**src/include/rld_params.svh**
```systemverilog
// Sizing and latency constants for the RLDRAM model.
// Included by the packages and by any module that sizes arrays or
// decodes the mode register.

`ifndef RLD_PARAMS_SVH
`define RLD_PARAMS_SVH

// Data, address and bank widths
`define RLD_DATA_W 18
`define RLD_ADDR_W 6
`define RLD_BANK_W 3

// Array geometry
`define RLD_BANKS 8
`define RLD_DEPTH 64

// Command latency pipeline
`define RLD_PIPE_LEN 10

// Read latency per configuration; WL is RL + 1 and tRC equals RL
`define RLD_CFG1_RL 4
`define RLD_CFG2_RL 6
`define RLD_CFG3_RL 8

`endif

```
**src/hdl/rldCmdPkg.sv**
```systemverilog
// Command and mode register types.
// Shared by the command decoder, mode register, latency pipeline
// and burst engine.

package rldCmdPkg;

    // Decoded command from csN, weN and refN
    typedef enum logic [2:0] {
        NOP,
        MRS,
        READ,
        WRITE,
        AREF
    } rldCmdE;

    // Burst length code, same encoding as MRS address bits 4:3
    typedef enum logic [1:0] {
        BURST_2 = 2'd0,
        BURST_4 = 2'd1,
        BURST_8 = 2'd2
    } rldBurstE;

    // Active mode, latencies in clock cycles
    typedef struct packed {
        logic [3:0] readLat;
        logic [3:0] writeLat;
        logic [3:0] trc;
        rldBurstE   burst;
    } rldModeT;

endpackage

```
**src/hdl/rldDataPkg.sv**
```systemverilog
// Data, address and request types for the RLDRAM model.
// The request struct is one slot of the command latency pipeline.

`include "rld_params.svh"

package rldDataPkg;

    typedef logic [`RLD_DATA_W-1:0] rldDataT;
    typedef logic [`RLD_ADDR_W-1:0] rldAddrT;
    typedef logic [`RLD_BANK_W-1:0] rldBankT;

    // Pending read or write, waiting out its latency
    typedef struct packed {
        logic    valid;
        logic    isRead;
        rldBankT bank;
        rldAddrT addr;
    } rldReqT;

endpackage

```
**src/hdl/rldIfs.sv**
```systemverilog
// Internal interfaces of the RLDRAM model.
// rldCmdIf carries the registered command, rldModeIf the active mode,
// rldBurstIf the per-beat array access from the burst engine.

interface rldCmdIf;
    rldCmdPkg::rldCmdE  cmd;
    rldDataPkg::rldBankT bank;
    rldDataPkg::rldAddrT addr;
    logic               cmdStrobe;

    modport source (output cmd, bank, addr, cmdStrobe);
    modport sink (input cmd, bank, addr, cmdStrobe);
endinterface

interface rldModeIf;
    rldCmdPkg::rldModeT mode;
    // High in the cycle an MRS is applied
    logic               modeUpdate;

    modport source (output mode, modeUpdate);
    modport sink (input mode, modeUpdate);
endinterface


```
**src/hdl/rldLatencyPipe.sv**
```systemverilog
// Command latency pipeline.
// A shift register of requests moving toward slot zero by one each cycle.
// READ enters at slot RL-3, WRITE at slot WL-2, so that start fires
// early enough for the burst engine and the array register to line up.

`include "rld_params.svh"

module rldLatencyPipe (
    input  logic               Ck,
    input  logic               rstN,
    rldCmdIf.sink              cmdIf,
    rldModeIf.sink             modeIf,
    output rldDataPkg::rldReqT start
);
    import rldCmdPkg::*;
    import rldDataPkg::*;

    rldReqT     slots [`RLD_PIPE_LEN];
    rldReqT     req;
    logic       isRw;
    logic [3:0] entry;

    always_comb begin
        isRw       = cmdIf.cmdStrobe && ((cmdIf.cmd == READ) || (cmdIf.cmd == WRITE));
        req.valid  = isRw;
        req.isRead = (cmdIf.cmd == READ);
        req.bank   = cmdIf.bank;
        req.addr   = cmdIf.addr;
        if (cmdIf.cmd == READ) begin
            entry = modeIf.mode.readLat - 4'd3;
        end else begin
            entry = modeIf.mode.writeLat - 4'd2;
        end
    end

    always_ff @(posedge Ck) begin
        if (!rstN) begin
            for (int i = 0; i < `RLD_PIPE_LEN; i++) begin
                slots[i] <= '0;
            end
        end else begin
            for (int i = 0; i < `RLD_PIPE_LEN - 1; i++) begin
                slots[i] <= slots[i + 1];
            end
            slots[`RLD_PIPE_LEN - 1] <= '0;
            // New request overrides whatever shifts into its slot
            if (isRw) begin
                slots[entry] <= req;
            end
        end
    end

    assign start = slots[0];

    // A new request must not land on one already in flight
    assert property (@(posedge Ck) disable iff (!rstN)
        isRw |-> !slots[entry + 4'd1].valid);

endmodule

```
**src/flat_wrapper.sv**
```systemverilog
// flat-port wrapper written by rule: the top's interface ports become plain ports
module rldLatencyPipe_flat import rldCmdPkg::*; import rldDataPkg::*;
  (Ck, rstN, start, cmdIf_cmd, cmdIf_bank, cmdIf_addr, cmdIf_cmdStrobe, modeIf_mode, modeIf_modeUpdate);
  rldCmdIf cmdIf_i ();
  rldModeIf modeIf_i ();
  input  logic Ck;
  input  logic rstN;
  output rldDataPkg::rldReqT start;
  input wire logic [$bits(cmdIf_i.cmd)-1:0] cmdIf_cmd;
  input wire logic [$bits(cmdIf_i.bank)-1:0] cmdIf_bank;
  input wire logic [$bits(cmdIf_i.addr)-1:0] cmdIf_addr;
  input wire logic [$bits(cmdIf_i.cmdStrobe)-1:0] cmdIf_cmdStrobe;
  input wire logic [$bits(modeIf_i.mode)-1:0] modeIf_mode;
  input wire logic [$bits(modeIf_i.modeUpdate)-1:0] modeIf_modeUpdate;
  assign cmdIf_i.cmd = cmdIf_cmd;
  assign cmdIf_i.bank = cmdIf_bank;
  assign cmdIf_i.addr = cmdIf_addr;
  assign cmdIf_i.cmdStrobe = cmdIf_cmdStrobe;
  assign modeIf_i.mode = modeIf_mode;
  assign modeIf_i.modeUpdate = modeIf_modeUpdate;
  rldLatencyPipe u_core (.Ck(Ck), .rstN(rstN), .cmdIf(cmdIf_i), .modeIf(modeIf_i), .start(start));
endmodule
```
**config.mk**
```make
export PLATFORM = sky130hd
export DESIGN_NAME = rldLatencyPipe_flat
export DESIGN_NICKNAME = d
export VERILOG_FILES = /design/src/hdl/rldCmdPkg.sv /design/src/hdl/rldDataPkg.sv /design/src/hdl/rldIfs.sv /design/src/hdl/rldLatencyPipe.sv /design/src/flat_wrapper.sv
export VERILOG_INCLUDE_DIRS = /design/src /design/src/include
export SDC_FILE = /design/constraint.sdc
export NUM_CORES = 1
export LEC_CHECK = 0
export ABC_AREA = 1
export BUFFER_PORTS_ARGS = -buffer_cell sky130_fd_sc_hd__buf_2
export CAP_MARGIN = 40
export CELL_PAD_IN_SITES_DETAIL_PLACEMENT = 0
export CELL_PAD_IN_SITES_GLOBAL_PLACEMENT = 1
export CORE_MARGIN = 2
export CORE_UTILIZATION = 46
export CTS_CLUSTER_SIZE = 14
export DETAILED_ROUTE_END_ITERATION = 8
export PLACE_DENSITY = 0.85
export SETUP_SLACK_MARGIN = 0.2
export SYNTH_ARGS = -nofsm -noshare
export SYNTH_HDL_FRONTEND = slang
export SYNTH_SLANG_ARGS = --single-unit
```
**constraint.sdc**
```tcl
create_clock -name Ck -period 4 [get_ports Ck]
set_clock_uncertainty 0.05 [all_clocks]
set_input_delay 0.6 -clock Ck [delete_from_list [all_inputs] [get_ports Ck]]
set_output_delay 0.6 -clock Ck [all_outputs]
set_load 0.05 [all_outputs]
```
* Word-level counts from Yosys, hierarchy flattened
Memories as Yosys holds them, arrays and structs flattened. Cells that the tools add are included.
Cells by class: add/sub/neg operators 2, eq/ne operators 2, mux-type cells 16, bitwise operators 10, reductions and logical operators 2
Operators by type and width (count):
- $mux W11 | 10
- $or A1 B1 Y1 | 10
- $sub A4 B2 Y4 const B | 2
- $eq A3 B2 Y1 const B | 2
- $mux W1 | 5
- $mux W4 | 1
- $logic_and A1 B1 Y1 | 1
- $logic_or A1 B1 Y1 | 1
Storage, ports and cells: register bits 0, bits in writable memories 110, bits of input ports 30, word-level logic and storage cells 33, memories 1
Memory list:
- u_core.slots | depth 10, bits a word 11, read ports 10, clocked after memory_dff 0, write ports 11, line rldLatencyPipe.sv:18 | rldReqT slots [`RLD_PIPE_LEN];

* Logic depth before layout (Yosys ltp)
depth after elaboration 6, mapped depth 11, mapped depth without buffers 11

* Worst setup path after synthesis
No wires, ideal clock.
kind input to register, from input modeIf_mode[10], to memory u_core.slots[5][4] in the netlist's numbering, setup time 0.116 ns, data arrival time 1.721 ns, setup slack 2.112 ns, stages on the path 8, path through ha_1 > inv_1 > nand3_1 > nand2_1 > nand3_2 > buf_2 > o21ai_1 > nand2_1
RTL lines:
- from (decl) | line flat_wrapper.sv:13 | input wire logic [$bits(modeIf_i.mode)-1:0] modeIf_mode;
- to (decl) | line rldLatencyPipe.sv:18

==> qor.yml <==
placement:
  io_buffer_count: 33
  gp_congestion: 0.7679
  dp_hpwl_mm: 6.335
synthesis:
  mappedNetlistArea_mm2: 0.004792
  yosys_register_bits: 110
  synth_top_area_share_pct: 45.95
  synth_seq_area_share_pct: 45.95
  synth.distinct_cells: 22
  postSynthAreaPerCell_um2: 7.047
  syn_inst: 680
  ys_top_cells_by_area: "sky130_fd_sc_hd__dfxtp_1 (46%), sky130_fd_sc_hd__nand2_1 (27%), sky130_fd_sc_hd__inv_1 (6.3%)"
  synthesis.yosys.warnings: 0
  yosysTopAreaCell: "sky130_fd_sc_hd__dfxtp_1"
  syn_nets: 712
timing:
  maxSlewViolCount: 0
  fin_crit_ps: 2270
  unrepaired_setup_endpoints_after_global_routing: "false"
  worst-slew-pin-transition_ps: 754.9
  finalHoldWorstSlack_ps: 371.0
  finalSetupViolCount: 0
  fin_tns_setup_ps: 0
  timing.fmax_mhz: 440.6
  maxSlewHeadroom_pct: 49.67
  final-hold-violation-count: 0
  share_of_the_clock_period_used_by_the_worst_path_after_layout_pct: 56.74
global_routing:
  grt_antenna_before_repair: 0
  number_of_global_route_vias_before_repair: 3517
  first_pass_grt_wire_length_mm: 16.33
  maximum_number_of_pins_on_one_net_before_global_route_repair: 88
  grt_overflow_total: 0
  grt_util_all_layers_pct: 18.07
layout:
  final_layout_size_suffix_gt1_share_pct: 13.38
  multi_input_area_mm2: 0.002078
  insertedDiodeCount: 0
  final_net_count: 722
  seq_area_mm2: 0.002202
  largest-register: "u_core.slots"
  finish.utilization_pct: 50.76
  largest_registers: "u_core.slots: 110 flops"
  fillerInstances: 1037
  syn2layout_area_growth_pct: 8.381
  largest_register_ffs: 110
floorplan:
  die-width_um: 106.1
  design.portCount: 41
  design.core.area_mm2: 0.01023
  num_rows: 37
  initial_cell_density_of_the_core_pct: 46.84
  die_area_mm2: 0.01125
  die-height_um: 106.1
worst_setup_path:
  crit_path_max_fanout: 14
  startpoint_type: "input port"
  worstPathRequired_ps: 4210
  setup.worst_path.end_class: "register"
  crit_path_class: "input port to register"
  ff2ff_path_depth: 3
  crit_arrival_ps: 2480
pwr:
  static-leakage-power_nw: 3.013
  max-vdd-ir-drop_mv: 0.2102
  power_density_mw_per_mm2: 370.5
cts:
  tritoncts: "done"
  cts_root_buffer: "sky130_fd_sc_hd__clkbuf_8"
  cts.sinks: 110
  cts-htree-levels: 3
  cts-hold-fix-buffers: 0
  post-cts-setup-buffers: 0
  cts-buffers-inserted: 9
  insertion_delay_ps: 360
  clkSlewWorstSetupHoldPaths_ps: 110
  clk_path_buf_depth: 2
  ctsResizeCount: 0
worst_hold_path:
  timing.hold.worst_path_depth: 2
  hold_path_class: "register to register"
routing:
  routed_wl_mm: 9.336
  avgViaCountPerCell: 4.539
  number_of_drc_violations_after_detailed_routing: 0
  detailroute.via_count: 3772
  detail_route.first_pass.iterations: 4
  detail-route-antenna-nets: 0
  routed_wire_length_per_instance_um: 11.23
  drt_iter0_markers: 176
run_status:
  outcome: "completed"
job:
  maxCapViolCount: 0
report_power, final:
part | internal (mW) | switching (mW)
Combinational | 0.0307 | 0.104
Clock | 0.303 | 0.386
Sequential | 1.10 | 0.00115
metal layers:
metal | routed length (um) | up-vias | track usage, %
met3 | 216 | 15 | 3.372
met4 | 168 | 0 | 5.827
met2 | 4669 | 45 | 34.19
met1 | 4281 | 1691 | 20.30
li1 | - | 2021 | -
met5 | 0 | - | 0
stage by stage:
stage	std cells	area, um2	total power, mW	worst slack, ps
2_1_floorplan	680	4792	1.228	2112
3_3_place_gp	814	4961	1.256	1316
3_5_place_dp	815	4989	1.262	1306
4_1_cts	831	5194	1.943	1699
5_1_grt	831	5194	1.998	1556
6_report	831	5194	1.924	1730
kinds of logic after synthesis:
| family | share of synthesized area, % |
|---|---|
| XOR/XNOR | 0.1828 |
| flip-flops | 45.95 |
| adder cells (fa/ha/maj) | 0.5221 |
| buffers and inverters | 10.68 |
| AO/OA/AOI/OAI | 7.519 |
| AND/OR/NAND/NOR | 35.14 |
final cells by class:
cell class | count | share of cell area (%)
sequential | 110 | 42.40
multi-input combinational | 446 | 40.01
inverter | 86 | 6.215
timing repair buffer | 37 | 4.144
tap | 136 | 3.276
clock buffer | 10 | 2.457
clock inverter | 6 | 1.494
critical path: stages:
cell and delay, ps:
sky130_fd_sc_hd__buf_2 120, sky130_fd_sc_hd__ha_1 310, sky130_fd_sc_hd__inv_1 60, sky130_fd_sc_hd__nand3_1 70
sky130_fd_sc_hd__nand2_1 160, sky130_fd_sc_hd__nand3_4 270, sky130_fd_sc_hd__inv_2 320, sky130_fd_sc_hd__nand2_1 340
sky130_fd_sc_hd__nand2_1 140, sky130_fd_sc_hd__nand2_1 80
path summary, 6_finish.rpt:
path                       start                   to  slack, ps
max              modeIf_mode[10]   u_core.slots[0][9]       1730
min          u_core.slots[3][10]  u_core.slots[2][10]        370
max reg2reg   u_core.slots[7][9]   u_core.slots[6][9]       3260
min reg2reg  u_core.slots[3][10]  u_core.slots[2][10]        370
cell usage after synthesis:
cell and count:
sky130_fd_sc_hd__nand4_1 2, sky130_fd_sc_hd__o21bai_2 16, sky130_fd_sc_hd__a21oi_1 1, sky130_fd_sc_hd__nand3_4 2, sky130_fd_sc_hd__inv_2 5, sky130_fd_sc_hd__nand2_1 350, sky130_fd_sc_hd__buf_1 4, sky130_fd_sc_hd__clkbuf_1 17
sky130_fd_sc_hd__nand3_1 13, sky130_fd_sc_hd__nand3_2 3, sky130_fd_sc_hd__o21bai_1 14, sky130_fd_sc_hd__nand2_2 5, sky130_fd_sc_hd__buf_6 4, sky130_fd_sc_hd__nor2_8 4, sky130_fd_sc_hd__nor2_4 6, sky130_fd_sc_hd__xnor2_1 1
sky130_fd_sc_hd__nor2_1 13, sky130_fd_sc_hd__inv_1 81, sky130_fd_sc_hd__buf_2 13, sky130_fd_sc_hd__ha_1 2, sky130_fd_sc_hd__o21ai_1 14, sky130_fd_sc_hd__dfxtp_1 110
placed cells by master (no fill, tap or decap), drive strengths merged:
| cell | count |
|---|---|
| clkbuf | 10 |
| a21oi | 1 |
| o21bai | 30 |
| nand4 | 2 |
| dfxtp | 110 |
| clkinv | 1 |
| xnor2 | 1 |
| nor2 | 23 |
| clkinvlp | 1 |
| o21ai | 14 |
| ha | 2 |
| buf | 37 |
| nand2 | 355 |
| nand3 | 18 |
| bufinv | 1 |
| inv | 89 |
Power figures use the tool's default switching activity.
