==> config.mk <==
export PLATFORM = sky130hd
export DESIGN_NAME = rldModeReg_flat
export DESIGN_NICKNAME = d
export VERILOG_FILES = /design/src/hdl/rldCmdPkg.sv /design/src/hdl/rldDataPkg.sv /design/src/hdl/rldIfs.sv /design/src/hdl/rldModeReg.sv /design/src/flat_wrapper.sv
export VERILOG_INCLUDE_DIRS = /design/src /design/src/include
export SDC_FILE = /design/constraint.sdc
export NUM_CORES = 1
export LEC_CHECK = 0
export BUFFER_PORTS_ARGS = -buffer_cell sky130_fd_sc_hd__buf_2
export CAP_MARGIN = 30
export CORE_MARGIN = 4
export CORE_UTILIZATION = 46
export DETAILED_ROUTE_END_ITERATION = 7
export PLACE_DENSITY = 0.86
export SETUP_SLACK_MARGIN = 0.3
export SLEW_MARGIN = 20
export SYNTH_ARGS = -nofsm -noshare
export SYNTH_HDL_FRONTEND = slang
export SYNTH_SLANG_ARGS = --single-unit
==> constraint.sdc <==
create_clock -name Ck -period 1.05 [get_ports Ck]
set_input_delay 0.0525 -clock Ck [delete_from_list [all_inputs] [get_ports Ck]]
set_output_delay 0.0525 -clock Ck [all_outputs]
set_load 0.02 [all_outputs]
==> src/include/rld_params.svh <==
// Sizing and latency constants for the RLDRAM model.
// Included by the packages and by any module that sizes arrays or
// decodes the mode register.

`ifndef RLD_PARAMS_SVH
`define RLD_PARAMS_SVH

// Data, address and bank widths
`define RLD_DATA_W 18
`define RLD_ADDR_W 6
`define RLD_BANK_W 3

// Array geometry
`define RLD_BANKS 8
`define RLD_DEPTH 64

// Command latency pipeline
`define RLD_PIPE_LEN 10

// Read latency per configuration; WL is RL + 1 and tRC equals RL
`define RLD_CFG1_RL 4
`define RLD_CFG2_RL 6
`define RLD_CFG3_RL 8

`endif

==> src/hdl/rldCmdPkg.sv <==
// Command and mode register types.
// Shared by the command decoder, mode register, latency pipeline
// and burst engine.

package rldCmdPkg;

    // Decoded command from csN, weN and refN
    typedef enum logic [2:0] {
        NOP,
        MRS,
        READ,
        WRITE,
        AREF
    } rldCmdE;

    // Burst length code, same encoding as MRS address bits 4:3
    typedef enum logic [1:0] {
        BURST_2 = 2'd0,
        BURST_4 = 2'd1,
        BURST_8 = 2'd2
    } rldBurstE;

    // Active mode, latencies in clock cycles
    typedef struct packed {
        logic [3:0] readLat;
        logic [3:0] writeLat;
        logic [3:0] trc;
        rldBurstE   burst;
    } rldModeT;

endpackage

==> src/hdl/rldDataPkg.sv <==
// Data, address and request types for the RLDRAM model.
// The request struct is one slot of the command latency pipeline.

`include "rld_params.svh"

package rldDataPkg;

    typedef logic [`RLD_DATA_W-1:0] rldDataT;
    typedef logic [`RLD_ADDR_W-1:0] rldAddrT;
    typedef logic [`RLD_BANK_W-1:0] rldBankT;

    // Pending read or write, waiting out its latency
    typedef struct packed {
        logic    valid;
        logic    isRead;
        rldBankT bank;
        rldAddrT addr;
    } rldReqT;

endpackage

==> src/hdl/rldIfs.sv <==
// Internal interfaces of the RLDRAM model.
// rldCmdIf carries the registered command, rldModeIf the active mode,
// rldBurstIf the per-beat array access from the burst engine.

interface rldCmdIf;
    rldCmdPkg::rldCmdE  cmd;
    rldDataPkg::rldBankT bank;
    rldDataPkg::rldAddrT addr;
    logic               cmdStrobe;

    modport source (output cmd, bank, addr, cmdStrobe);
    modport sink (input cmd, bank, addr, cmdStrobe);
endinterface

interface rldModeIf;
    rldCmdPkg::rldModeT mode;
    // High in the cycle an MRS is applied
    logic               modeUpdate;

    modport source (output mode, modeUpdate);
    modport sink (input mode, modeUpdate);
endinterface


==> src/hdl/rldModeReg.sv <==
// Mode register.
// Loads configuration and burst length on MRS. The new mode is visible
// in the cycle the MRS sits on rldCmdIf, so commands sampled right after
// the MRS already see it.

`include "rld_params.svh"

module rldModeReg (
    input  logic     Ck,
    input  logic     rstN,
    rldCmdIf.sink    cmdIf,
    rldModeIf.source modeIf
);
    import rldCmdPkg::*;
    import rldDataPkg::*;

    rldModeT modeR;
    rldModeT modeNew;
    logic    mrsNow;

    // Address bits 2:0 select the configuration, bits 4:3 the burst length
    function automatic rldModeT decodeMode(input rldAddrT a);
        rldModeT    m;
        logic [3:0] rl;
        case (a[2:0])
            3'd2:    rl = 4'(`RLD_CFG2_RL);
            3'd3:    rl = 4'(`RLD_CFG3_RL);
            default: rl = 4'(`RLD_CFG1_RL);
        endcase
        m.readLat  = rl;
        m.writeLat = rl + 4'd1;
        m.trc      = rl;
        case (a[4:3])
            2'd1:    m.burst = BURST_4;
            2'd2:    m.burst = BURST_8;
            default: m.burst = BURST_2;
        endcase
        return m;
    endfunction

    always_comb begin
        mrsNow  = cmdIf.cmdStrobe && (cmdIf.cmd == MRS);
        modeNew = decodeMode(cmdIf.addr);
    end

    assign modeIf.modeUpdate = mrsNow;
    assign modeIf.mode       = mrsNow ? modeNew : modeR;

    always_ff @(posedge Ck) begin
        if (!rstN) begin
            // Code zero decodes to configuration 1, BL 2
            modeR <= decodeMode('0);
        end else if (mrsNow) begin
            modeR <= modeNew;
        end
    end

    // BL 8 is not offered in configuration 1
    assert property (@(posedge Ck) disable iff (!rstN)
        !((modeR.readLat == 4'(`RLD_CFG1_RL)) && (modeR.burst == BURST_8)));

endmodule

==> src/flat_wrapper.sv <==
// flat-port wrapper written by rule: the top's interface ports become plain ports
module rldModeReg_flat import rldCmdPkg::*; import rldDataPkg::*;
  (Ck, rstN, cmdIf_cmd, cmdIf_bank, cmdIf_addr, cmdIf_cmdStrobe, modeIf_mode, modeIf_modeUpdate);
  rldCmdIf cmdIf_i ();
  rldModeIf modeIf_i ();
  input  logic Ck;
  input  logic rstN;
  input wire logic [$bits(cmdIf_i.cmd)-1:0] cmdIf_cmd;
  input wire logic [$bits(cmdIf_i.bank)-1:0] cmdIf_bank;
  input wire logic [$bits(cmdIf_i.addr)-1:0] cmdIf_addr;
  input wire logic [$bits(cmdIf_i.cmdStrobe)-1:0] cmdIf_cmdStrobe;
  output wire logic [$bits(modeIf_i.mode)-1:0] modeIf_mode;
  output wire logic [$bits(modeIf_i.modeUpdate)-1:0] modeIf_modeUpdate;
  assign cmdIf_i.cmd = cmdIf_cmd;
  assign cmdIf_i.bank = cmdIf_bank;
  assign cmdIf_i.addr = cmdIf_addr;
  assign cmdIf_i.cmdStrobe = cmdIf_cmdStrobe;
  assign modeIf_mode = modeIf_i.mode;
  assign modeIf_modeUpdate = modeIf_i.modeUpdate;
  rldModeReg u_core (.Ck(Ck), .rstN(rstN), .cmdIf(cmdIf_i), .modeIf(modeIf_i));
endmodule
# After elaboration in Yosys (flattened, before gate mapping)

Cells that the tools add are included.

Register bits: 14
Output and inout bits: 15
Bits of input ports: 15

$add $sub $neg: 1
Reduce and logical (&&, ||, !) cells: 1
Equal/unequal tests: 5
Multiplexer cells: 3

Operator list:

| operator            | count |
|---|---|
| $mux 14             | 1 |
| $pmux 4 s2          | 1 |
| $eq 3x2->1 const B  | 2 |
| $add 4x1->4 const B | 1 |
| $pmux 2 s2          | 1 |
| $eq 3x1->1 const B  | 1 |
| $eq 2x1->1 const B  | 1 |
| $eq 2x2->1 const B  | 1 |
| $logic_and 1x1->1   | 1 |

# Depth between registers and ports, before layout

Depth after elaboration: 4
Depth in mapped cells: 4

# Least setup slack after synthesis

Ideal clock, no wire load.

Kind: input to output
From: input cmdIf_cmd[1]
To: output modeIf_mode[11]
Data required time: 998 ps
Path slack: 5 ps
Stages on the path: 4
Data arrival time: 993 ps
Buffers on the path: 1
Path through: nand4bb_4 > inv_4 > buf_12 > mux2i_1

Longest elaborated chain between the ends: 3

Ends and longest elaborated chain:

| item                  | line               | text |
|---|---|---|
| from (decl)           | flat_wrapper.sv:8  | `input wire logic [$bits(cmdIf_i.cmd)-1:0] cmdIf_cmd;` |
| $eq 3x1->1            | rldModeReg.sv:42   | `mrsNow = cmdIf.cmdStrobe && (cmdIf.cmd == MRS);` |
| $logic_and 1x1->1     | rldModeReg.sv:42   |  |
| net modeIf_modeUpdate | flat_wrapper.sv:13 | `output wire logic [$bits(modeIf_i.modeUpdate)-1:0] modeIf_modeUpdate;` |
| $mux 14               | rldModeReg.sv:47   | `assign modeIf.mode = mrsNow ? modeNew : modeR;` |
| to (decl)             | flat_wrapper.sv:12 | `output wire logic [$bits(modeIf_i.mode)-1:0] modeIf_mode;` |

The timed path passes the listed nets, and every way through them passes these cells.

# Worst setup path in the final report

From: input cmdIf_cmd[2]
To: output modeIf_mode[3]

Longest elaborated chain between the ends: 3

Ends and longest elaborated chain:

| item              | line |
|---|---|
| $eq 3x1->1        | rldModeReg.sv:42 |
| $logic_and 1x1->1 | rldModeReg.sv:42 |
| $mux 14           | rldModeReg.sv:47 |

No other way between the ends.

==> results by group <==
Worst setup path
  • Critical path cell sequence: buf_6, nand4bb_4, inv_4, buf_12, mux2i_2, buf_4
  • Kind of critical path: in2out
  • Worst Path Arrival: 1.06 ns
  • Worst r2r dst: u_core.modeR[3]$_SDFF_PN0_
  • R2R Setup Slk: ~0.41 ns
  • Crit end category: output pin
  • Crit Path Max Fanout: 5
  • Crit path capture: modeIf_mode[3]
  • Critical path required time: 1.00 ns
  • R2r worst-path depth: 2
  • CP Launch Point: cmdIf_cmd[2]
  • Crit path launch type: input port
  • R2R Path Start: u_core.modeR[3]$_SDFF_PN0_
  • Max incr delay on CP: ~0.3 ns
  • Critical-path top delay cell: nand4bb_4

Clock network
  • CTS Buf Count: 3
  • CTS tree: built
  • Hold Buf Count CTS: 0
  • Clock Sinks: 14
  • Clock Tree Buf Depth: 2
  • Worst-path clk slew: roughly 0.090 ns
  • Clk_lat worst skew: about 0.29 ns
  • CTS root buf: clkbuf_4
  • Htree depth: 1

Routing
  • DRT antenna net count: 0
  • Routed vias: ~680
  • Routed wire length: 1.91 mm
  • DRC: 0
  • Number of DRC markers in iteration 0: 11
  • TritonRoute pass-1 iters: 4
  • Via density: roughly 5.4
  • DR WL/cell: 15.1 um

STA
  • Setup TNS: -0.601 ns
  • RSZ-0062 raised after global routing: true
  • Final worst setup slack: -0.0632 ns
  • Slew Limit Headroom: 83.2%
  • Final Critical Period: between 1 and 1.5 ns
  • Final Setup Violations: 14
  • Fin. max-slew vios: 0
  • Hold Vio Cnt, Final: 0
  • Fin crit share: 106%
  • FMAX: roughly 0.9 GHz
  • Clock Skews: 0 ns
  • Measured slew at the worst slew-check pin: roughly 0.25 ns

Global route
  • GRT Overall Usage: 17.8%
  • Initial antenna violation count: 0
  • Overflow after GRT: 0
  • Largest net degree at the start of global routing: 16
  • First-pass GRT wire length: roughly 3.3 mm
  • Vias in the first global route: between 700 and 800

Place
  • PortBufs: 25
  • Placement Setup Slack: -0.0988 ns
  • Inst Count DP: 115
  • RePlAce Congestion: about 0.77
  • Detailed Place HPWL: 1.25 mm
  • Dpl cell area: roughly 950 um^2

Final layout
  • Post-Layout Cell Count: 127
  • Biggest regs: u_core.modeR x14
  • Commonest cells after routing, fill and taps aside: buf_4 (15), dfxtp_1 (14), mux2i_1 (11), buf_2 (11), buf_6 (10)
  • Area used by multi-input combinational logic: about 470 um^2
  • FF/Latch Area: ~280 um^2
  • Number of fill cells: about 110
  • Layout cell share with drive strength beyond 1: roughly 50%
  • Antenna diodes: 0
  • Max FFs per register: 14
  • NumNets Final: 127
  • Most flops, register: u_core.modeR
  • Area delta synth->final: 49.7%
  • Final instance area: 1150 um^2
  • Leading cell type in the layout, fill and taps excluded: buf_4

Floorplan
  • DIE HEIGHT: between 40 and 50 um
  • Starting Density: 49.8%
  • Cell Rows: 14
  • Die area: roughly 2400 um^2
  • Die X: a little under 50 um
  • Core box area: 1540 um^2
  • Total I/O pin count: 30

Synth
  • Syn_nets: 87
  • Netlist cell types: 20
  • Yosys warns: 0
  • #FFs+latches synth: 14
  • Syn Inst Count: 72
  • Synth Cell Area: approximately 770 um^2
  • Syn Area/Cell: roughly 11 um^2
  • Post-synthesis sequential area ratio: between 30% and 40%

Hold path
  • Hold Crit Class: in2reg
  • WHS Path Cells: 3

Power and ir drop
  • VDD IR-drop max: roughly 0.65 mV
  • Pwr per Cell Area: about 950 nW/um^2
  • Leak: ~0.00055 uW

Outcome
  • Status: complete, but fails checks
  • Failing checks: negative setup slack

Job
  • Max-Cap Viols: 0
## worst min-delay path by stage
stage / start / endpoint / slack [ns]
after global placement: cmdIf_addr[4] / u_core.modeR[1]$_SDFF_PN0_ / 0.35
after detailed placement: rstN / u_core.modeR[6]$_SDFF_PN1_ / 0.37
after floorplan: cmdIf_addr[3] / u_core.modeR[0]$_SDFF_PN0_ / 0.22
final: cmdIf_addr[4] / u_core.modeR[1]$_SDFF_PN0_ / 0.06
after CTS: cmdIf_addr[3] / u_core.modeR[0]$_SDFF_PN0_ / 0.06
after global routing: cmdIf_addr[4] / u_core.modeR[1]$_SDFF_PN0_ / 0.09
## synthesized netlist by cell type
| library cell | instances | area [um^2] |
|---|---|---|
| nand4b_1 | 1 | 8.76 |
| nand4bb_1 | 1 | 11.3 |
| and2_1 | 2 | 12.5 |
| nand2b_1 | 1 | 6.26 |
| inv_4 | 1 | 6.26 |
| mux2_2 | 6 | 67.6 |
| buf_2 | 3 | 15.0 |
| nand2_1 | 8 | 30.0 |
| dfxtp_1 | 14 | 280 |
| mux2i_1 | 14 | 140 |
| nand3b_1 | 4 | 30.0 |
| mux2_4 | 2 | 30.0 |
| and3_1 | 2 | 12.5 |
| buf_12 | 1 | 20.0 |
| or3b_1 | 1 | 8.76 |
| nand4bb_4 | 1 | 27.5 |
| inv_1 | 3 | 11.3 |
| nor2b_1 | 5 | 31.3 |
| and3b_1 | 1 | 8.76 |
| and4b_1 | 1 | 10.0 |
## power by group
part	total (uW)	internal, uW	switching, uW
Sequential	536	534	1.86
Combinational	156	84.2	72.1
Clock	402	212	191
## critical path: cells and delay by family
kind	cells	cell delay, ns
buffers and inverters	4	0.52
and+or+nand+nor	1	0.30
muxes	1	0.18
## final cells by class
type	instances	area share (%)
Multi-Input combinational cell	50	40.8
Timing Repair Buffer	38	27.4
Sequential cell	14	24.4
Clock buffer	4	3.16
Inverter	4	1.96
Tap cell	16	1.74
Timing Repair inverter	1	0.544
## kinds of logic (layout without fill, tap and decap cells)
| kind of cell | Yosys count | count (layout) | share of synthesized area, % |
|---|---|---|---|
| simple gates | 28 | 28 | 25.7 |
| mux | 22 | 22 | 30.9 |
| flops | 14 | 14 | 36.5 |
| buf+inv | 8 | 47 | 6.84 |
## per-layer routing
metal | GRT usage (%) | vias up | share of wire [%]
li1 | - | 327 | -
met1 | 19.7 | 329 | 39
met2 | 30.7 | 20 | 53
met3 | 4.89 | 7 | 5.4
met4 | 8.97 | 0 | 2.4
met5 | 0 | - | 0
## repair_timing
| item | CTS | global route |
|---|---|---|
| cloned | 1 | 0 |
| gates resized for setup | 30 | 3 |
| setup endpoints to repair | 15 | 27 |
| pin swaps | 1 | 0 |
| setup buffers | 6 | 1 |
## per-stage QoR
stage               util [%]  hold WS (ns)  power [uW]
global route            74.6        0.0892        1140
CTS                     73.4        0.0614        1100
finish                  74.6        0.0631        1090
detailed placement      61.4         0.374         673
floorplan                  -         0.218         623
global placement        61.4         0.353         669
(Power assumes the default switching activity.)
