**config.mk**
```make
export PLATFORM = sky130hd
export DESIGN_NAME = rldBurstEngine_flat
export DESIGN_NICKNAME = d
export VERILOG_FILES = /design/src/hdl/rldCmdPkg.sv /design/src/hdl/rldDataPkg.sv /design/src/hdl/rldIfs.sv /design/src/hdl/rldBurstEngine.sv /design/src/flat_wrapper.sv
export VERILOG_INCLUDE_DIRS = /design/src /design/src/include
export SDC_FILE = /design/constraint.sdc
export NUM_CORES = 1
export LEC_CHECK = 0
export ABC_AREA = 1
export BUFFER_PORTS_ARGS = -buffer_cell sky130_fd_sc_hd__buf_2
export CAP_MARGIN = 20
export CORE_MARGIN = 3
export CORE_UTILIZATION = 51
export DETAILED_ROUTE_END_ITERATION = 12
export GPL_ROUTABILITY_DRIVEN = 0
export PLACE_DENSITY = 0.82
export SLEW_MARGIN = 5
export SYNTH_ARGS = -nofsm -noshare
export SYNTH_HDL_FRONTEND = slang
export SYNTH_SLANG_ARGS = --single-unit
```
**constraint.sdc**
```tcl
create_clock -name Ck -period 3.35 [get_ports Ck]
set_input_delay 0.67 -clock Ck [delete_from_list [all_inputs] [get_ports Ck]]
set_output_delay 0.67 -clock Ck [all_outputs]
set_load 0.1 [all_outputs]
```
**src/include/rld_params.svh**
```systemverilog
// Sizing and latency constants for the RLDRAM model.
// Included by the packages and by any module that sizes arrays or
// decodes the mode register.

`ifndef RLD_PARAMS_SVH
`define RLD_PARAMS_SVH

// Data, address and bank widths
`define RLD_DATA_W 18
`define RLD_ADDR_W 6
`define RLD_BANK_W 3

// Array geometry
`define RLD_BANKS 8
`define RLD_DEPTH 64

// Command latency pipeline
`define RLD_PIPE_LEN 10

// Read latency per configuration; WL is RL + 1 and tRC equals RL
`define RLD_CFG1_RL 4
`define RLD_CFG2_RL 6
`define RLD_CFG3_RL 8

`endif

```
**src/hdl/rldCmdPkg.sv**
```systemverilog
// Command and mode register types.
// Shared by the command decoder, mode register, latency pipeline
// and burst engine.

package rldCmdPkg;

    // Decoded command from csN, weN and refN
    typedef enum logic [2:0] {
        NOP,
        MRS,
        READ,
        WRITE,
        AREF
    } rldCmdE;

    // Burst length code, same encoding as MRS address bits 4:3
    typedef enum logic [1:0] {
        BURST_2 = 2'd0,
        BURST_4 = 2'd1,
        BURST_8 = 2'd2
    } rldBurstE;

    // Active mode, latencies in clock cycles
    typedef struct packed {
        logic [3:0] readLat;
        logic [3:0] writeLat;
        logic [3:0] trc;
        rldBurstE   burst;
    } rldModeT;

endpackage

```
**src/hdl/rldDataPkg.sv**
```systemverilog
// Data, address and request types for the RLDRAM model.
// The request struct is one slot of the command latency pipeline.

`include "rld_params.svh"

package rldDataPkg;

    typedef logic [`RLD_DATA_W-1:0] rldDataT;
    typedef logic [`RLD_ADDR_W-1:0] rldAddrT;
    typedef logic [`RLD_BANK_W-1:0] rldBankT;

    // Pending read or write, waiting out its latency
    typedef struct packed {
        logic    valid;
        logic    isRead;
        rldBankT bank;
        rldAddrT addr;
    } rldReqT;

endpackage

```
**src/hdl/rldIfs.sv**
```systemverilog


interface rldModeIf;
    rldCmdPkg::rldModeT mode;
    // High in the cycle an MRS is applied
    logic               modeUpdate;

    modport source (output mode, modeUpdate);
    modport sink (input mode, modeUpdate);
endinterface

interface rldBurstIf;
    logic                rdEn;
    logic                wrEn;
    rldDataPkg::rldBankT bank;
    rldDataPkg::rldAddrT wordAddr;
    rldDataPkg::rldDataT d;
    logic                dm;

    modport source (output rdEn, wrEn, bank, wordAddr, d, dm);
    modport sink (input rdEn, wrEn, bank, wordAddr, d, dm);
endinterface

```
**src/hdl/rldBurstEngine.sv**
```systemverilog
// Read and write burst sequencing.
// On start, loads the burst-aligned word address and steps it for BL
// beats. Write data and mask are registered alongside wrEn; qValid
// trails rdEn by one cycle to match the registered array read.

module rldBurstEngine (
    input  logic                Ck,
    input  logic                rstN,
    input  rldDataPkg::rldReqT  start,
    rldModeIf.sink              modeIf,
    input  rldDataPkg::rldDataT d,
    input  logic                dm,
    rldBurstIf.source           burstIf,
    output logic                qValid
);
    import rldCmdPkg::*;
    import rldDataPkg::*;

    // Burst kinds, index into the per-kind state
    localparam int WR = 0;
    localparam int RD = 1;

    logic [1:0] kindStart;
    logic [1:0] kindEn;
    logic [2:0] beatsLeft [2];
    rldAddrT    beatAddr  [2];
    rldBankT    beatBank  [2];
    logic [2:0] lastBeat;
    rldAddrT    alignedAddr;
    rldDataT    dReg;
    logic       dmReg;

    always_comb begin
        kindStart[RD] = start.valid && start.isRead;
        kindStart[WR] = start.valid && !start.isRead;
        // Word address is command address times BL, modulo depth
        case (modeIf.mode.burst)
            BURST_4: begin
                lastBeat    = 3'd3;
                alignedAddr = start.addr << 2;
            end
            BURST_8: begin
                lastBeat    = 3'd7;
                alignedAddr = start.addr << 3;
            end
            default: begin
                lastBeat    = 3'd1;
                alignedAddr = start.addr << 1;
            end
        endcase
    end

    always_ff @(posedge Ck) begin
        for (int k = 0; k < 2; k++) begin
            if (!rstN) begin
                kindEn[k]    <= 1'b0;
                beatsLeft[k] <= '0;
            end else if (kindStart[k]) begin
                kindEn[k]    <= 1'b1;
                beatsLeft[k] <= lastBeat;
            end else if (beatsLeft[k] != '0) begin
                beatsLeft[k] <= beatsLeft[k] - 3'd1;
            end else begin
                kindEn[k] <= 1'b0;
            end
        end
    end

    always_ff @(posedge Ck) begin
        for (int k = 0; k < 2; k++) begin
            if (kindStart[k]) begin
                beatBank[k] <= start.bank;
                beatAddr[k] <= alignedAddr;
            end else if (kindEn[k]) begin
                beatAddr[k] <= beatAddr[k] + 1'b1;
            end
        end
        dReg  <= d;
        dmReg <= dm;
    end

    always_ff @(posedge Ck) begin
        if (!rstN) begin
            qValid <= 1'b0;
        end else begin
            qValid <= kindEn[RD];
        end
    end

    assign burstIf.rdEn     = kindEn[RD];
    assign burstIf.wrEn     = kindEn[WR];
    assign burstIf.bank     = kindEn[RD] ? beatBank[RD] : beatBank[WR];
    assign burstIf.wordAddr = kindEn[RD] ? beatAddr[RD] : beatAddr[WR];
    assign burstIf.d        = dReg;
    assign burstIf.dm       = dmReg;

    // A burst may only restart on its last beat
    for (genvar k = 0; k < 2; k++) begin : gNoInterrupt
        assert property (@(posedge Ck) disable iff (!rstN)
            kindStart[k] |-> !(kindEn[k] && (beatsLeft[k] != '0)));
    end

    // Read and write share one array address
    assert property (@(posedge Ck) disable iff (!rstN) kindEn != 2'b11);

    // BL must not change under a running burst
    assert property (@(posedge Ck) disable iff (!rstN)
        modeIf.modeUpdate |-> (kindEn == 2'b00));

endmodule

```
**src/flat_wrapper.sv**
```systemverilog
// flat-port wrapper written by rule: the top's interface ports become plain ports
module rldBurstEngine_flat import rldCmdPkg::*; import rldDataPkg::*;
  (Ck, rstN, start, d, dm, qValid, modeIf_mode, modeIf_modeUpdate, burstIf_rdEn, burstIf_wrEn, burstIf_bank, burstIf_wordAddr, burstIf_d, burstIf_dm);
  rldModeIf modeIf_i ();
  rldBurstIf burstIf_i ();
  input  logic Ck;
  input  logic rstN;
  input  rldDataPkg::rldReqT start;
  input  rldDataPkg::rldDataT d;
  input  logic dm;
  output logic qValid;
  input wire logic [$bits(modeIf_i.mode)-1:0] modeIf_mode;
  input wire logic [$bits(modeIf_i.modeUpdate)-1:0] modeIf_modeUpdate;
  output wire logic [$bits(burstIf_i.rdEn)-1:0] burstIf_rdEn;
  output wire logic [$bits(burstIf_i.wrEn)-1:0] burstIf_wrEn;
  output wire logic [$bits(burstIf_i.bank)-1:0] burstIf_bank;
  output wire logic [$bits(burstIf_i.wordAddr)-1:0] burstIf_wordAddr;
  output wire logic [$bits(burstIf_i.d)-1:0] burstIf_d;
  output wire logic [$bits(burstIf_i.dm)-1:0] burstIf_dm;
  assign modeIf_i.mode = modeIf_mode;
  assign modeIf_i.modeUpdate = modeIf_modeUpdate;
  assign burstIf_rdEn = burstIf_i.rdEn;
  assign burstIf_wrEn = burstIf_i.wrEn;
  assign burstIf_bank = burstIf_i.bank;
  assign burstIf_wordAddr = burstIf_i.wordAddr;
  assign burstIf_d = burstIf_i.d;
  assign burstIf_dm = burstIf_i.dm;
  rldBurstEngine u_core (.Ck(Ck), .rstN(rstN), .start(start), .modeIf(modeIf_i), .d(d), .dm(dm), .burstIf(burstIf_i), .qValid(qValid));
endmodule
```
# After elaboration in Yosys (flattened, before gate mapping)
# Memory sizes are Yosys's and may differ from the RTL's.
# Cells that the tools add are included.
# word_totals
input_bits,47
ramBits,24
wordCells,68
n_memories,3
register_bits,22
# memory_table
memory,depth,word_bits,read_ports,rd_ports_with_merged_regs,wr,line_no,text
u_core.beatAddr,2,6,2,0,2,rldBurstEngine.sv:26,rldAddrT beatAddr [2];
u_core.beatBank,2,3,2,0,1,rldBurstEngine.sv:27,rldBankT beatBank [2];
u_core.beatsLeft,2,3,2,0,2,rldBurstEngine.sv:25,logic [2:0] beatsLeft [2];
# classes
muxes,40
reduce_logical,6
n_addsub,4
eq_ne,4
bitwise,6
# op_table
operator,n
1-bit 2-to-1 mux,29
3-bit 2-to-1 mux,6
6-bit 2-to-1 mux,3
6-bit by 1-bit adder with 6-bit output (second input constant),2
6-bit one-hot mux with 2 select lines,1
1-bit OR,6
3-bit one-hot mux with 2 select lines,1
3-bit nonzero test,2
3-bit by 1-bit subtractor with 3-bit output (second input constant),2
2-bit by 1-bit inequality test with 1-bit output (second input constant),2
3-bit OR reduction,1
2-bit by 1-bit == test with 1-bit output (second input constant),1
2-bit == test (second input constant),1
1-bit logical AND,2
1-bit zero test,1

# Longest topological paths before layout
# depth
ltp_word,7
depth_mapped,7
mapped_depth_nobuf,7

# Least setup slack after synthesis
# No wires, ideal clock.
# synth_timing
kind,reg2out
from,reg u_core.kindEn[1]
to,out burstIf_wordAddr[0]
path_stages_with_launch,3
slack_ns,-0.478
arrival_time_ns,3.158
path_buffers,1
required_time_ns,2.680
path_cell_list,dfxtp_1 buf_4 o21ai_0
# synth_between
elab_chain_cells,1
# synth_lines
item,line_no,text
start: declaration,rldBurstEngine.sv:24,logic [1:0] kindEn;
start signal: indexed assignment,rldBurstEngine.sv:56,kindEn[k] <= 1'b0;
start signal: indexed assignment,rldBurstEngine.sv:59,kindEn[k] <= 1'b1;
start signal: indexed assignment,rldBurstEngine.sv:64,kindEn[k] <= 1'b0;
6-bit 2-to-1 mux,rldBurstEngine.sv:93,assign burstIf.wordAddr = kindEn[RD] ? beatAddr[RD] : beatAddr[WR];
end: declaration,flat_wrapper.sv:17,output wire logic [$bits(burstIf_i.wordAddr)-1:0] burstIf_wordAddr;
# No other way between the ends.

# Worst setup path after layout
# layout_timing
from,reg u_core.kindEn[1]
to,out burstIf_wordAddr[5]
# The elaborated chain is that of the path after synthesis.

==> results.sh <==
export IMPL_cts_buffers_inserted=5
export IMPL_grt_pass1_wl_um=5900
export IMPL_min_period_ns=2.39
export IMPL_fmax_mhz=419
export IMPL_fin_util=0.687
export IMPL_hold_viol=0
export IMPL_fillers=294
export IMPL_clk_path_buf_depth=2
export IMPL_p_per_area_nw_per_um2=639
export IMPL_synthDistinctLibCells=23
export IMPL_drt_pass1_iterations=4
export IMPL_drv_cap=0
export IMPL_fp_dieW_um=67.7
export IMPL_wl_um=3630
export IMPL_grt_pass1_vias=1463
export IMPL_cts_tree="built"
export IMPL_syn_area_sq_um=1940
export IMPL_outcome="finished clean"
export IMPL_final_common_cell="buf_2"
export IMPL_gr_usage_met3=0.0616
export IMPL_drtIter0Drc=70
export IMPL_cp_end_kind="output pin"
export IMPL_overflow=0
export IMPL_syn_inst=199
export IMPL_ctsHoldBuffers=0
export IMPL_io_pins=78
export IMPL_worstPathRequired_ns=2.68
export IMPL_row_count=21
export IMPL_setup_viol=0
export IMPL_dieArea_sq_um=4580
export IMPL_start_util=0.555
export IMPL_syn_avg_cell_area_sq_um=9.75
export IMPL_syn_to_final_growth_pct=23.8
export IMPL_cts_resized=0
export IMPL_drcViolationCount=0
export IMPL_slew_headroom=0.620
export IMPL_final_cell_mix="buf_2, nand2_1, edfxtp_1"
export IMPL_fin_skew_ns=0.00528
export IMPL_cts_sinks=46
export IMPL_worst_pin_slew_ns=0.569
export IMPL_critPathKind="flop to output pin"
export IMPL_syn_nets=255
export IMPL_clk_pin_slew_ns=0.08
export IMPL_drtAntennaViolNets=0
export IMPL_use_met1=0.198
export IMPL_root_buffer="clkbuf_8"
export IMPL_ir_drop_v=0.000433
export IMPL_die_y_um=67.7
export IMPL_postCtsSetupBuffers=0
export IMPL_insertion_delay_ns=0.29
export IMPL_leakagePower_nw=1.19
export IMPL_ys_warnings_count=0
export IMPL_routedWlPerCell_um=11.5
export IMPL_fin_crit_sh=0.713
export IMPL_pre_cts_slack_ns=1.24
export IMPL_cp_max_fo=16
export IMPL_ys_seq_elements=46
export IMPL_place_hpwl_um=2790
export IMPL_cp_start_kind="flop"
export IMPL_grt_max_degree=17
export IMPL_port_buffers=63
export IMPL_critPathArrivalTime_ns=1.72
export IMPL_dp_cells=306
export IMPL_rsz0062_at_grt="false"
export IMPL_diodes=0
export IMPL_busiest_layer="met2"
export IMPL_cts_max_level=2
export IMPL_synthTopCellsByArea="edfxtp_1, dfxtp_1, nand2_1"
export IMPL_core_area_sq_um=3490
export IMPL_yosysTopAreaCellShare=0.371
export IMPL_viasPerCell=4.89
export IMPL_grt_usage=0.176
export IMPL_grt_use_met2=0.300
export IMPL_num_vias=1536
export IMPL_seq_area_frac_synth=0.598
export IMPL_fin_ws_ns=0.961
export IMPL_drv_slew=0
export IMPL_antenna_found_initial=0
export IMPL_yosysTopAreaCell="edfxtp_1"
export IMPL_fin_cells=314
export IMPL_min_path_type="primary input to flop"
export IMPL_drive_gt1_frac=0.302
export IMPL_finalNetCount=323
stage by stage:
step	cell area, sq um	total power [mW]	TNS, ns	hold slack [ns]
4_1_cts	2400	1.55	0	0.462
2_1_floorplan	1940	1.10	-0.611	0.551
3_5_place_dp	2300	1.19	0	0.579
3_3_place_gp	2300	1.17	0	0.569
6_report	2400	1.53	0	0.473
5_1_grt	2400	1.61	0	0.456
area by class of cell:
class | count | area [sq um] | area share
clock buffer | 8 | 101 | 0.0422
inverter | 28 | 106 | 0.0443
multi-input combinational | 123 | 661 | 0.275
sequential | 46 | 1160 | 0.483
tap | 46 | 57.6 | 0.0240
timing repair buffer | 63 | 315 | 0.131
logic make-up after synthesis:
group,synth area share
AO/OA/AOI/OAI,0.0696
flip-flops,0.598
buffers and inverters,0.0612
AND/OR/NAND/NOR,0.199
XOR/XNOR,0.0135
adder cells (fa/ha/maj),0.0580
report_power, final:
| group | internal, mW | switching, mW |
|---|---|---|
| clock | 0.193 | 0.168 |
| sequential | 0.670 | 0.0357 |
| combinational | 0.106 | 0.360 |
| total | 0.969 | 0.565 |
flip-flops by register name, summed over array words and instances (netlist names):
signal             flops
u_core.burstIf.d      18
u_core.kindEn          2
u_core.beatBank        6
u_core.beatAddr       12
u_core.qValid          1
u_core.beatsLeft       6
u_core.burstIf.dm      1
critical path: stages, from the launching register on:
cell and delay [ns]:
dfxtp_1 0.69, inv_1 0.27, nand2_1 0.13, nand2_1 0.05, buf_2 0.28
cell usage after synthesis:
master    number
nand2_1       58
edfxtp_1      24
inv_1         23
dfxtp_1       22
nand3_1       14
ha_1           9
o21ai_0        9
nor2_1         8
inv_2          4
o211ai_1       4
o21ai_1        4
o22ai_1        4
nand2_2        2
nand2_4        2
nand3_2        2
o21bai_1       2
xor2_1         2
buf_2          1
buf_4          1
clkinv_2       1
nand3b_1       1
or2_2          1
xnor2_1        1
layer usage:
metal	vias to the layer above	share of wire
met2	64	0.46
li1	791	-
met1	674	0.43
met5	-	0
met4	0	0.016
met3	7	0.091
path summary, 6_finish.rpt:
path	startpoint	to	slack [ns]	cells after the start
max reg2reg	u_core.kindEn[1]	u_core.beatAddr[1][4]	1.78	2
min reg2reg	u_core.beatsLeft[0][0]	u_core.beatsLeft[0][0]	0.59	1
max	u_core.kindEn[1]	burstIf_wordAddr[5]	0.96	4
min	d[10]	u_core.burstIf.d[10]	0.47	1
No activity file was read; power rests on OpenSTA's default activity.
