<file path="src/include/rld_params.svh">
// Sizing and latency constants for the RLDRAM model.
// Included by the packages and by any module that sizes arrays or
// decodes the mode register.

`ifndef RLD_PARAMS_SVH
`define RLD_PARAMS_SVH

// Data, address and bank widths
`define RLD_DATA_W 18
`define RLD_ADDR_W 6
`define RLD_BANK_W 3

// Array geometry
`define RLD_BANKS 8
`define RLD_DEPTH 64

// Command latency pipeline
`define RLD_PIPE_LEN 10

// Read latency per configuration; WL is RL + 1 and tRC equals RL
`define RLD_CFG1_RL 4
`define RLD_CFG2_RL 6
`define RLD_CFG3_RL 8

`endif

</file>
<file path="src/hdl/rldCmdPkg.sv">
// Command and mode register types.
// Shared by the command decoder, mode register, latency pipeline
// and burst engine.

package rldCmdPkg;

    // Decoded command from csN, weN and refN
    typedef enum logic [2:0] {
        NOP,
        MRS,
        READ,
        WRITE,
        AREF
    } rldCmdE;

    // Burst length code, same encoding as MRS address bits 4:3
    typedef enum logic [1:0] {
        BURST_2 = 2'd0,
        BURST_4 = 2'd1,
        BURST_8 = 2'd2
    } rldBurstE;

    // Active mode, latencies in clock cycles
    typedef struct packed {
        logic [3:0] readLat;
        logic [3:0] writeLat;
        logic [3:0] trc;
        rldBurstE   burst;
    } rldModeT;

endpackage

</file>
<file path="src/hdl/rldDataPkg.sv">
// Data, address and request types for the RLDRAM model.
// The request struct is one slot of the command latency pipeline.

`include "rld_params.svh"

package rldDataPkg;

    typedef logic [`RLD_DATA_W-1:0] rldDataT;
    typedef logic [`RLD_ADDR_W-1:0] rldAddrT;
    typedef logic [`RLD_BANK_W-1:0] rldBankT;

    // Pending read or write, waiting out its latency
    typedef struct packed {
        logic    valid;
        logic    isRead;
        rldBankT bank;
        rldAddrT addr;
    } rldReqT;

endpackage

</file>
<file path="src/hdl/rldIfs.sv">
// Internal interfaces of the RLDRAM model.
// rldCmdIf carries the registered command, rldModeIf the active mode,
// rldBurstIf the per-beat array access from the burst engine.

interface rldCmdIf;
    rldCmdPkg::rldCmdE  cmd;
    rldDataPkg::rldBankT bank;
    rldDataPkg::rldAddrT addr;
    logic               cmdStrobe;

    modport source (output cmd, bank, addr, cmdStrobe);
    modport sink (input cmd, bank, addr, cmdStrobe);
endinterface

interface rldModeIf;
    rldCmdPkg::rldModeT mode;
    // High in the cycle an MRS is applied
    logic               modeUpdate;

    modport source (output mode, modeUpdate);
    modport sink (input mode, modeUpdate);
endinterface


</file>
<file path="src/hdl/rldCmdCheck.sv">
// Command decode and per-bank tRC check.
// Registers the decoded command onto rldCmdIf one cycle after sampling,
// and pulses trcError in that same cycle for a READ or WRITE that comes
// too soon after the last access or refresh of its bank.

`include "rld_params.svh"

module rldCmdCheck (
    input  logic                Ck,
    input  logic                rstN,
    input  logic                csN,
    input  logic                weN,
    input  logic                refN,
    input  rldDataPkg::rldAddrT addr,
    input  rldDataPkg::rldBankT bank,
    rldCmdIf.source             cmdIf,
    rldModeIf.sink              modeIf,
    output logic                trcError
);
    import rldCmdPkg::*;
    import rldDataPkg::*;

    rldCmdE     cmdNow;
    logic       isAccess;
    logic       touchesBank;
    logic [4:0] elapsed;
    // Cycles since last READ, WRITE or AREF, saturating at all ones
    logic [3:0] trcCnt [`RLD_BANKS];

    always_comb begin
        if (csN) begin
            cmdNow = NOP;
        end else begin
            case ({weN, refN})
                2'b00:   cmdNow = MRS;
                2'b01:   cmdNow = WRITE;
                2'b10:   cmdNow = AREF;
                default: cmdNow = READ;
            endcase
        end
        isAccess    = (cmdNow == READ) || (cmdNow == WRITE);
        touchesBank = isAccess || (cmdNow == AREF);
        // Counter holds edges minus one since the last bank command
        elapsed     = {1'b0, trcCnt[bank]} + 5'd1;
    end

    always_ff @(posedge Ck) begin
        if (!rstN) begin
            cmdIf.cmd       <= NOP;
            cmdIf.cmdStrobe <= 1'b0;
            trcError        <= 1'b0;
        end else begin
            cmdIf.cmd       <= cmdNow;
            cmdIf.cmdStrobe <= (cmdNow != NOP);
            // Violation is flagged only, the command still runs
            trcError        <= isAccess && (elapsed < {1'b0, modeIf.mode.trc});
        end
    end

    always_ff @(posedge Ck) begin
        cmdIf.bank <= bank;
        cmdIf.addr <= addr;
    end

    always_ff @(posedge Ck) begin
        for (int b = 0; b < `RLD_BANKS; b++) begin
            if (!rstN) begin
                trcCnt[b] <= '1;
            end else if (touchesBank && (bank == rldBankT'(b))) begin
                trcCnt[b] <= '0;
            end else if (trcCnt[b] != '1) begin
                trcCnt[b] <= trcCnt[b] + 4'd1;
            end
        end
    end

endmodule

</file>
<file path="src/flat_wrapper.sv">
// flat-port wrapper written by rule: the top's interface ports become plain ports
module rldCmdCheck_flat import rldCmdPkg::*; import rldDataPkg::*;
  (Ck, rstN, csN, weN, refN, addr, bank, trcError, cmdIf_cmd, cmdIf_bank, cmdIf_addr, cmdIf_cmdStrobe, modeIf_mode, modeIf_modeUpdate);
  rldCmdIf cmdIf_i ();
  rldModeIf modeIf_i ();
  input  logic Ck;
  input  logic rstN;
  input  logic csN;
  input  logic weN;
  input  logic refN;
  input  rldDataPkg::rldAddrT addr;
  input  rldDataPkg::rldBankT bank;
  output logic trcError;
  output wire logic [$bits(cmdIf_i.cmd)-1:0] cmdIf_cmd;
  output wire logic [$bits(cmdIf_i.bank)-1:0] cmdIf_bank;
  output wire logic [$bits(cmdIf_i.addr)-1:0] cmdIf_addr;
  output wire logic [$bits(cmdIf_i.cmdStrobe)-1:0] cmdIf_cmdStrobe;
  input wire logic [$bits(modeIf_i.mode)-1:0] modeIf_mode;
  input wire logic [$bits(modeIf_i.modeUpdate)-1:0] modeIf_modeUpdate;
  assign cmdIf_cmd = cmdIf_i.cmd;
  assign cmdIf_bank = cmdIf_i.bank;
  assign cmdIf_addr = cmdIf_i.addr;
  assign cmdIf_cmdStrobe = cmdIf_i.cmdStrobe;
  assign modeIf_i.mode = modeIf_mode;
  assign modeIf_i.modeUpdate = modeIf_modeUpdate;
  rldCmdCheck u_core (.Ck(Ck), .rstN(rstN), .csN(csN), .weN(weN), .refN(refN), .addr(addr), .bank(bank), .cmdIf(cmdIf_i), .modeIf(modeIf_i), .trcError(trcError));
endmodule
</file>
<file path="config.mk">
export PLATFORM = sky130hd
export DESIGN_NAME = rldCmdCheck_flat
export DESIGN_NICKNAME = d
export VERILOG_FILES = /design/src/hdl/rldCmdPkg.sv /design/src/hdl/rldDataPkg.sv /design/src/hdl/rldIfs.sv /design/src/hdl/rldCmdCheck.sv /design/src/flat_wrapper.sv
export VERILOG_INCLUDE_DIRS = /design/src /design/src/include
export SDC_FILE = /design/constraint.sdc
export NUM_CORES = 1
export LEC_CHECK = 0
export BUFFER_PORTS_ARGS = -buffer_cell sky130_fd_sc_hd__clkbuf_2
export CAP_MARGIN = 10
export CORE_ASPECT_RATIO = 1.75
export CORE_MARGIN = 10
export CORE_UTILIZATION = 25
export CTS_BUF_LIST = sky130_fd_sc_hd__clkbuf_4 sky130_fd_sc_hd__clkbuf_8
export DETAILED_ROUTE_END_ITERATION = 10
export SETUP_SLACK_MARGIN = 0.1
export SYNTH_ARGS = -nofsm -noshare
export SYNTH_HDL_FRONTEND = slang
export SYNTH_SLANG_ARGS = --single-unit
</file>
<file path="constraint.sdc">
create_clock -name Ck -period 3.1 [get_ports Ck]
set_clock_uncertainty 0.15 [all_clocks]
set_input_delay 0 -clock Ck [delete_from_list [all_inputs] [get_ports Ck]]
set_output_delay 0 -clock Ck [all_outputs]
set_load 0.02 [all_outputs]
</file>
### After elaboration in Yosys (flattened, before gate mapping)

Memories as Yosys holds them, arrays and structs flattened.
Cells that the tools add are included.

| word-level totals | value |
|---|---|
| memories | 1 |
| bits in writable memories | 32 |
| input port bits | 29 |
| output and inout bits | 14 |
| register bits | 14 |
| word-level logic and storage cells | 141 |

Memory list:

| name | depth | width | read ports | clocked after Yosys merged registers in | wr ports | line | RTL |
|---|---|---|---|---|---|---|---|
| u_core.trcCnt | 8 | 4 | 9 | 0 | 8 | rldCmdCheck.sv:28 | `` logic [3:0] trcCnt [`RLD_BANKS]; `` |

| operators by class | value |
|---|---|
| equality and inequality tests | 20 |
| bitwise gates (word level) | 16 |
| reductions and logical operators | 14 |
| multiplexer cells | 75 |
| $lt $le $gt $ge | 1 |
| add/subtract/negate cells | 9 |

Operators by type and width:

| kind | count |
|---|---|
| 4-bit 2-to-1 mux | 16 |
| 1-bit 2-to-1 mux | 57 |
| 4-bit by 1-bit adder with 4-bit output, second input constant | 8 |
| 4-bit != test, second input constant | 8 |
| 1-bit OR | 16 |
| 3-bit equality test, second input constant | 5 |
| 3-bit by 2-bit equality test with 1-bit output, second input constant | 4 |
| 1-bit logical AND | 9 |
| 3-bit one-hot mux with 3 select lines | 1 |
| 4-bit by 1-bit adder with 5-bit output, second input constant | 1 |
| 5-bit by 4-bit less-than comparator with 1-bit output | 1 |
| 3-bit by 1-bit equality test with 1-bit output, second input constant | 1 |
| 3-bit logical NOT | 1 |
| 3-bit 2-to-1 mux | 1 |
| 3-bit nonzero test | 1 |
| 2-bit by 1-bit equality test with 1-bit output, second input constant | 1 |
| 2-bit equality test, second input constant | 1 |
| 2-bit logical NOT | 1 |
| 1-bit logical OR | 2 |

### Depth between registers and ports, before layout

| depth | value |
|---|---|
| depth after elaboration | 12 |
| gate-level depth with buffers | 12 |
| gate-level depth less buffers | 11 |

### Worst setup path before layout

Ideal clock, no wire load.

| path | value |
|---|---|
| kind | register to register |
| from | mem u_core.trcCnt[7][1] |
| to | reg u_core.trcError |
| arrival | 2.293 ns |
| data required time | 2.892 ns |
| library setup time | 0.058 ns |
| path buffers | 0 |
| period minus slack after synthesis | 2.501 ns |
| setup slack | 0.599 ns |
| cell stages (with the launch flop) | 11 |
| cell sequence | edfxtp_1 mux4_2 mux2i_1 inv_1 ha_1 ha_1 nor2b_1 o21a_1 o21ai_0 o311a_1 o21a_1 |

RTL lines:

| item | line | RTL |
|---|---|---|
| start: declaration | rldCmdCheck.sv:28 |  |
| end signal: assignment | rldCmdCheck.sv:56 | `trcError <= isAccess && (elapsed < {1'b0, modeIf.mode.trc});` |
| end: declaration | rldCmdCheck.sv:18 | `output logic trcError` |

### Final worst setup path

| path | value |
|---|---|
| from | in bank[0] |
| to | reg u_core.trcError |

| on the way | value |
|---|---|
| cells in the longest elaborated chain, start to end | 4 |

Ends and longest elaborated chain:

| item | line | RTL |
|---|---|---|
| start: declaration | flat_wrapper.sv:12 | `input rldDataPkg::rldBankT bank;` |
| memory read 8 x 4 bit | -- |  |
| 4-bit by 1-bit adder with 5-bit output | rldCmdCheck.sv:44 | `elapsed = {1'b0, trcCnt[bank]} + 5'd1;` |
| 5-bit by 4-bit less-than comparator with 1-bit output | rldCmdCheck.sv:56 |  |
| 1-bit logical AND | rldCmdCheck.sv:56 |  |

No other way between the ends.
A chain may end at the register's enable or synchronous reset.

==> key figures <==
Synthesis
  – Post-Synth XOR/XNOR Area: 0.697%
  – Mapped Nets: 272
  – Simple-gate share of the synthesized area: 18.9%
  – Post-Syn Area: 2510 µm²
  – Flops & latches, synth: 46
  – Ys Warns: 0
  – Mean Syn Cell Area: 10.9 µm²
  – Cell variety after synth: 38
  – Register area share after synthesis: 49.4%
  – Post-synth ARST share: 0%
  – Adder-Cell Fraction of Synth Area: 5.97%
  – Largest family of logic cells by synthesized area: simple AND/OR/NAND/NOR gates
  – Mapped Cells: 231
  – Mux cell area share after synthesis: 9.76%
  – EDFF count, synth: 32
  – Top_reg_cell synth: edfxtp_1
  – Synth Area in Compound Gates: 12.6%

Min path
  – Hold Path End: u_core.trcError
  – Hold Path Class: input pin to register
  – Min-Delay Startpoint: modeIf_mode[5]
  – Min-Delay Path Depth: 6

STA
  – Fmax: 0.358 GHz
  – Setup_tns: 0 ns
  – Post-route setup slack: 0.309 ns
  – RSZ-0062 raised after global routing: false
  – Measured slew at the worst slew-check pin: 0.668 ns
  – Final min period: 2.79 ns
  – Slew Viols, Final: 0
  – Setup violators final: 0
  – Fin crit share: 90.0%
  – Hold WS: 0.0641 ns
  – Hold Vio Cnt, Final: 0
  – Worst slew margin: 54.3%

Clocking
  – Worst-path clk slew: 0.08 ns
  – CTS Buf Count: 5
  – Bufs on Longest Clock Path: 2
  – H-tree depth: 2
  – Worst-skew pair later-pin latency: 0.31 ns
  – CTS Root Cell: clkbuf_8
  – Sink Count: 46
  – CTS tree: done

Floorplanning
  – Site Rows: 48
  – Die H: 153 µm
  – Initial Utilization: 25.5%
  – Die area: 14600 µm²
  – Boundary Pins: 43
  – Die X: 95.8 µm
  – Core area: 9850 µm²

Routing
  – Residual DRC count: 0
  – Drt first pass iters: 4
  – Drt total wl: 5.54 mm
  – Via density: 4.76
  – Initial DRC count: 91
  – Final antenna-violating net count: 0
  – Via Count: 1898
  – Wire length per cell: 13.9 µm

Worst setup path
  – Crit path required time: 3.21 ns
  – Cell depth of the worst flop-to-flop path: 11
  – R2R setup slack: 0.40 ns
  – CP peak stage delay: 0.54 ns
  – Worst setup EP type: register
  – CP Cell Sequence: dlygate4sd3_1 -> clkbuf_4 -> mux4_2 -> mux2i_1 -> inv_1 -> ha_1 -> ha_1 -> nor2b_1 -> o21a_1 -> o21ai_0 -> o311a_1 -> o21a_1
  – R2R Path End: u_core.trcError
  – Worst r2r src: u_core.trcCnt[2][0]
  – Type of the worst setup path: input pin to register
  – Worst setup SP type: input pin
  – Critical-path top delay cell: mux4_2
  – CP startpoint: bank[0]
  – Arrival time at the worst endpoint: 2.90 ns
  – Crit path max fanout: 15

Layout
  – Fin area: 3000 µm²
  – Commonest non-fill, non-tap cell in the layout: o21ai_0
  – Final #Nets: 314
  – Most frequent cells in the layout: o21ai_0 (42), edfxtp_1 (32), clkbuf_2 (30)
  – Share of cells above drive strength 1: 18.6%
  – Area grow syn2layout: 19.3%
  – Antenna diodes: 0

Placement
  – Placed cell area: 2780 µm²
  – Placer congestion estimate: 0.757
  – PortBufs: 31
  – Placed wire-length estimate: 4.17 mm
  – Post-Place Worst Slack: 0.414 ns

Power
  – Leakage power: 1.10 nW
  – VDD IR max: 0.000248 V
  – Total power: 2.69 mW
  – Power Density: 896 nW/µm²

Run
  – Max Cap Viol: 0

GRT
  – Largest net degree at the start of global routing: 42
  – Vias in the first global route: 1937
  – Initial antenna violation count: 0
  – First-pass GRT wire length: 9.07 mm
  – Grt total ovfl: 0
  – Total GRT Usage: 7.74%

Status
  – Status: completed
-- cell type report --
cell class	instances	area, µm²
clock buffer	8	91.3
fill	1028	6850
inverter	5	18.8
multi-input combinational	171	1200
sequential	46	1240
tap	125	156
timing repair buffer	44	288
-- power by group --
group	switching, mW	leakage (nW)	internal (mW)
clock	0.204	0.0498	0.187
sequential	0.191	0.393	0.960
combinational	0.577	0.661	0.566
-- worst max path at each step --
stage	to	slack (ns)	cells past startpoint
after floorplan	u_core.trcError	0.60	10
after global placement	u_core.trcError	0.44	10
after detailed placement	u_core.trcError	0.41	10
after CTS	u_core.trcError	0.19	12
after global routing	u_core.trcError	0.13	13
final	u_core.trcError	0.31	12
-- metrics by stage --
stage               instances  utilization (%)
floorplan                 231                -
global placement          378             28.2
detailed placement        378             28.2
CTS                       399             30.4
global route              399             30.4
finish                    399             30.4
-- sequential cells by signal, indices dropped and copies added (netlist names) --
signal,cells
u_core.cmdIf.bank,3
u_core.trcCnt,32
u_core.cmdIf.cmdStrobe,1
u_core.trcError,1
u_core.cmdIf.addr,6
u_core.cmdIf.cmd,3
-- cell families (layout without fill, tap and decap cells) --
| logic type | Yosys count | after routing |
|---|---|---|
| compound gates | 56 | 56 |
| xor+xnor | 2 | 2 |
| fa+ha+maj | 12 | 12 |
| buf+inv | 14 | 57 |
| flops | 46 | 46 |
| mux | 18 | 18 |
| simple gates | 83 | 83 |
-- cell usage after synthesis (all sizes together), types with 2 or more instances --
library cell	number	area share [%]
o21ai	42	8.4
edfxtp	32	38
nor2	21	3.1
nor2b	15	3.7
dfxtp	14	11
ha	12	6.0
nand3b	10	3.0
and3	9	2.2
nand3	9	1.8
mux2i	8	3.2
mux2	6	2.7
nand2b	6	1.5
o211ai	6	1.8
clkbuf	5	0.75
inv	5	0.75
buf	4	1.2
mux4	4	3.9
nand2	4	0.70
a211oi	2	0.60
nor3	2	0.60
o21a	2	0.60
o22ai	2	0.50
or3	2	0.70
-- worst max-delay path: cells and delay by family --
kind                       cells  cell delay [ns]
adders and majority gates      2             0.59
muxes                          2             0.74
AOI/OAI and AO/OA              4             0.58
and+or+nand+nor                1             0.13
buffers and inverters          3             0.85
-- layer usage --
metal | routed length, µm | track usage, %
met1 | 1970 | 7.10
met5 | 0 | 0
met2 | 3230 | 15.0
met4 | 154 | 4.59
met3 | 187 | 1.04
-- timing repair --
action / in CTS / in global routing
buffers inserted: 0 / 0
hold endpoints to repair: 13 / 0
gates resized for setup: 0 / 2
hold buffers: 13 / 0
setup endpoints to repair: 0 / 1
Note: power is estimated with default switching activity, not from simulation.
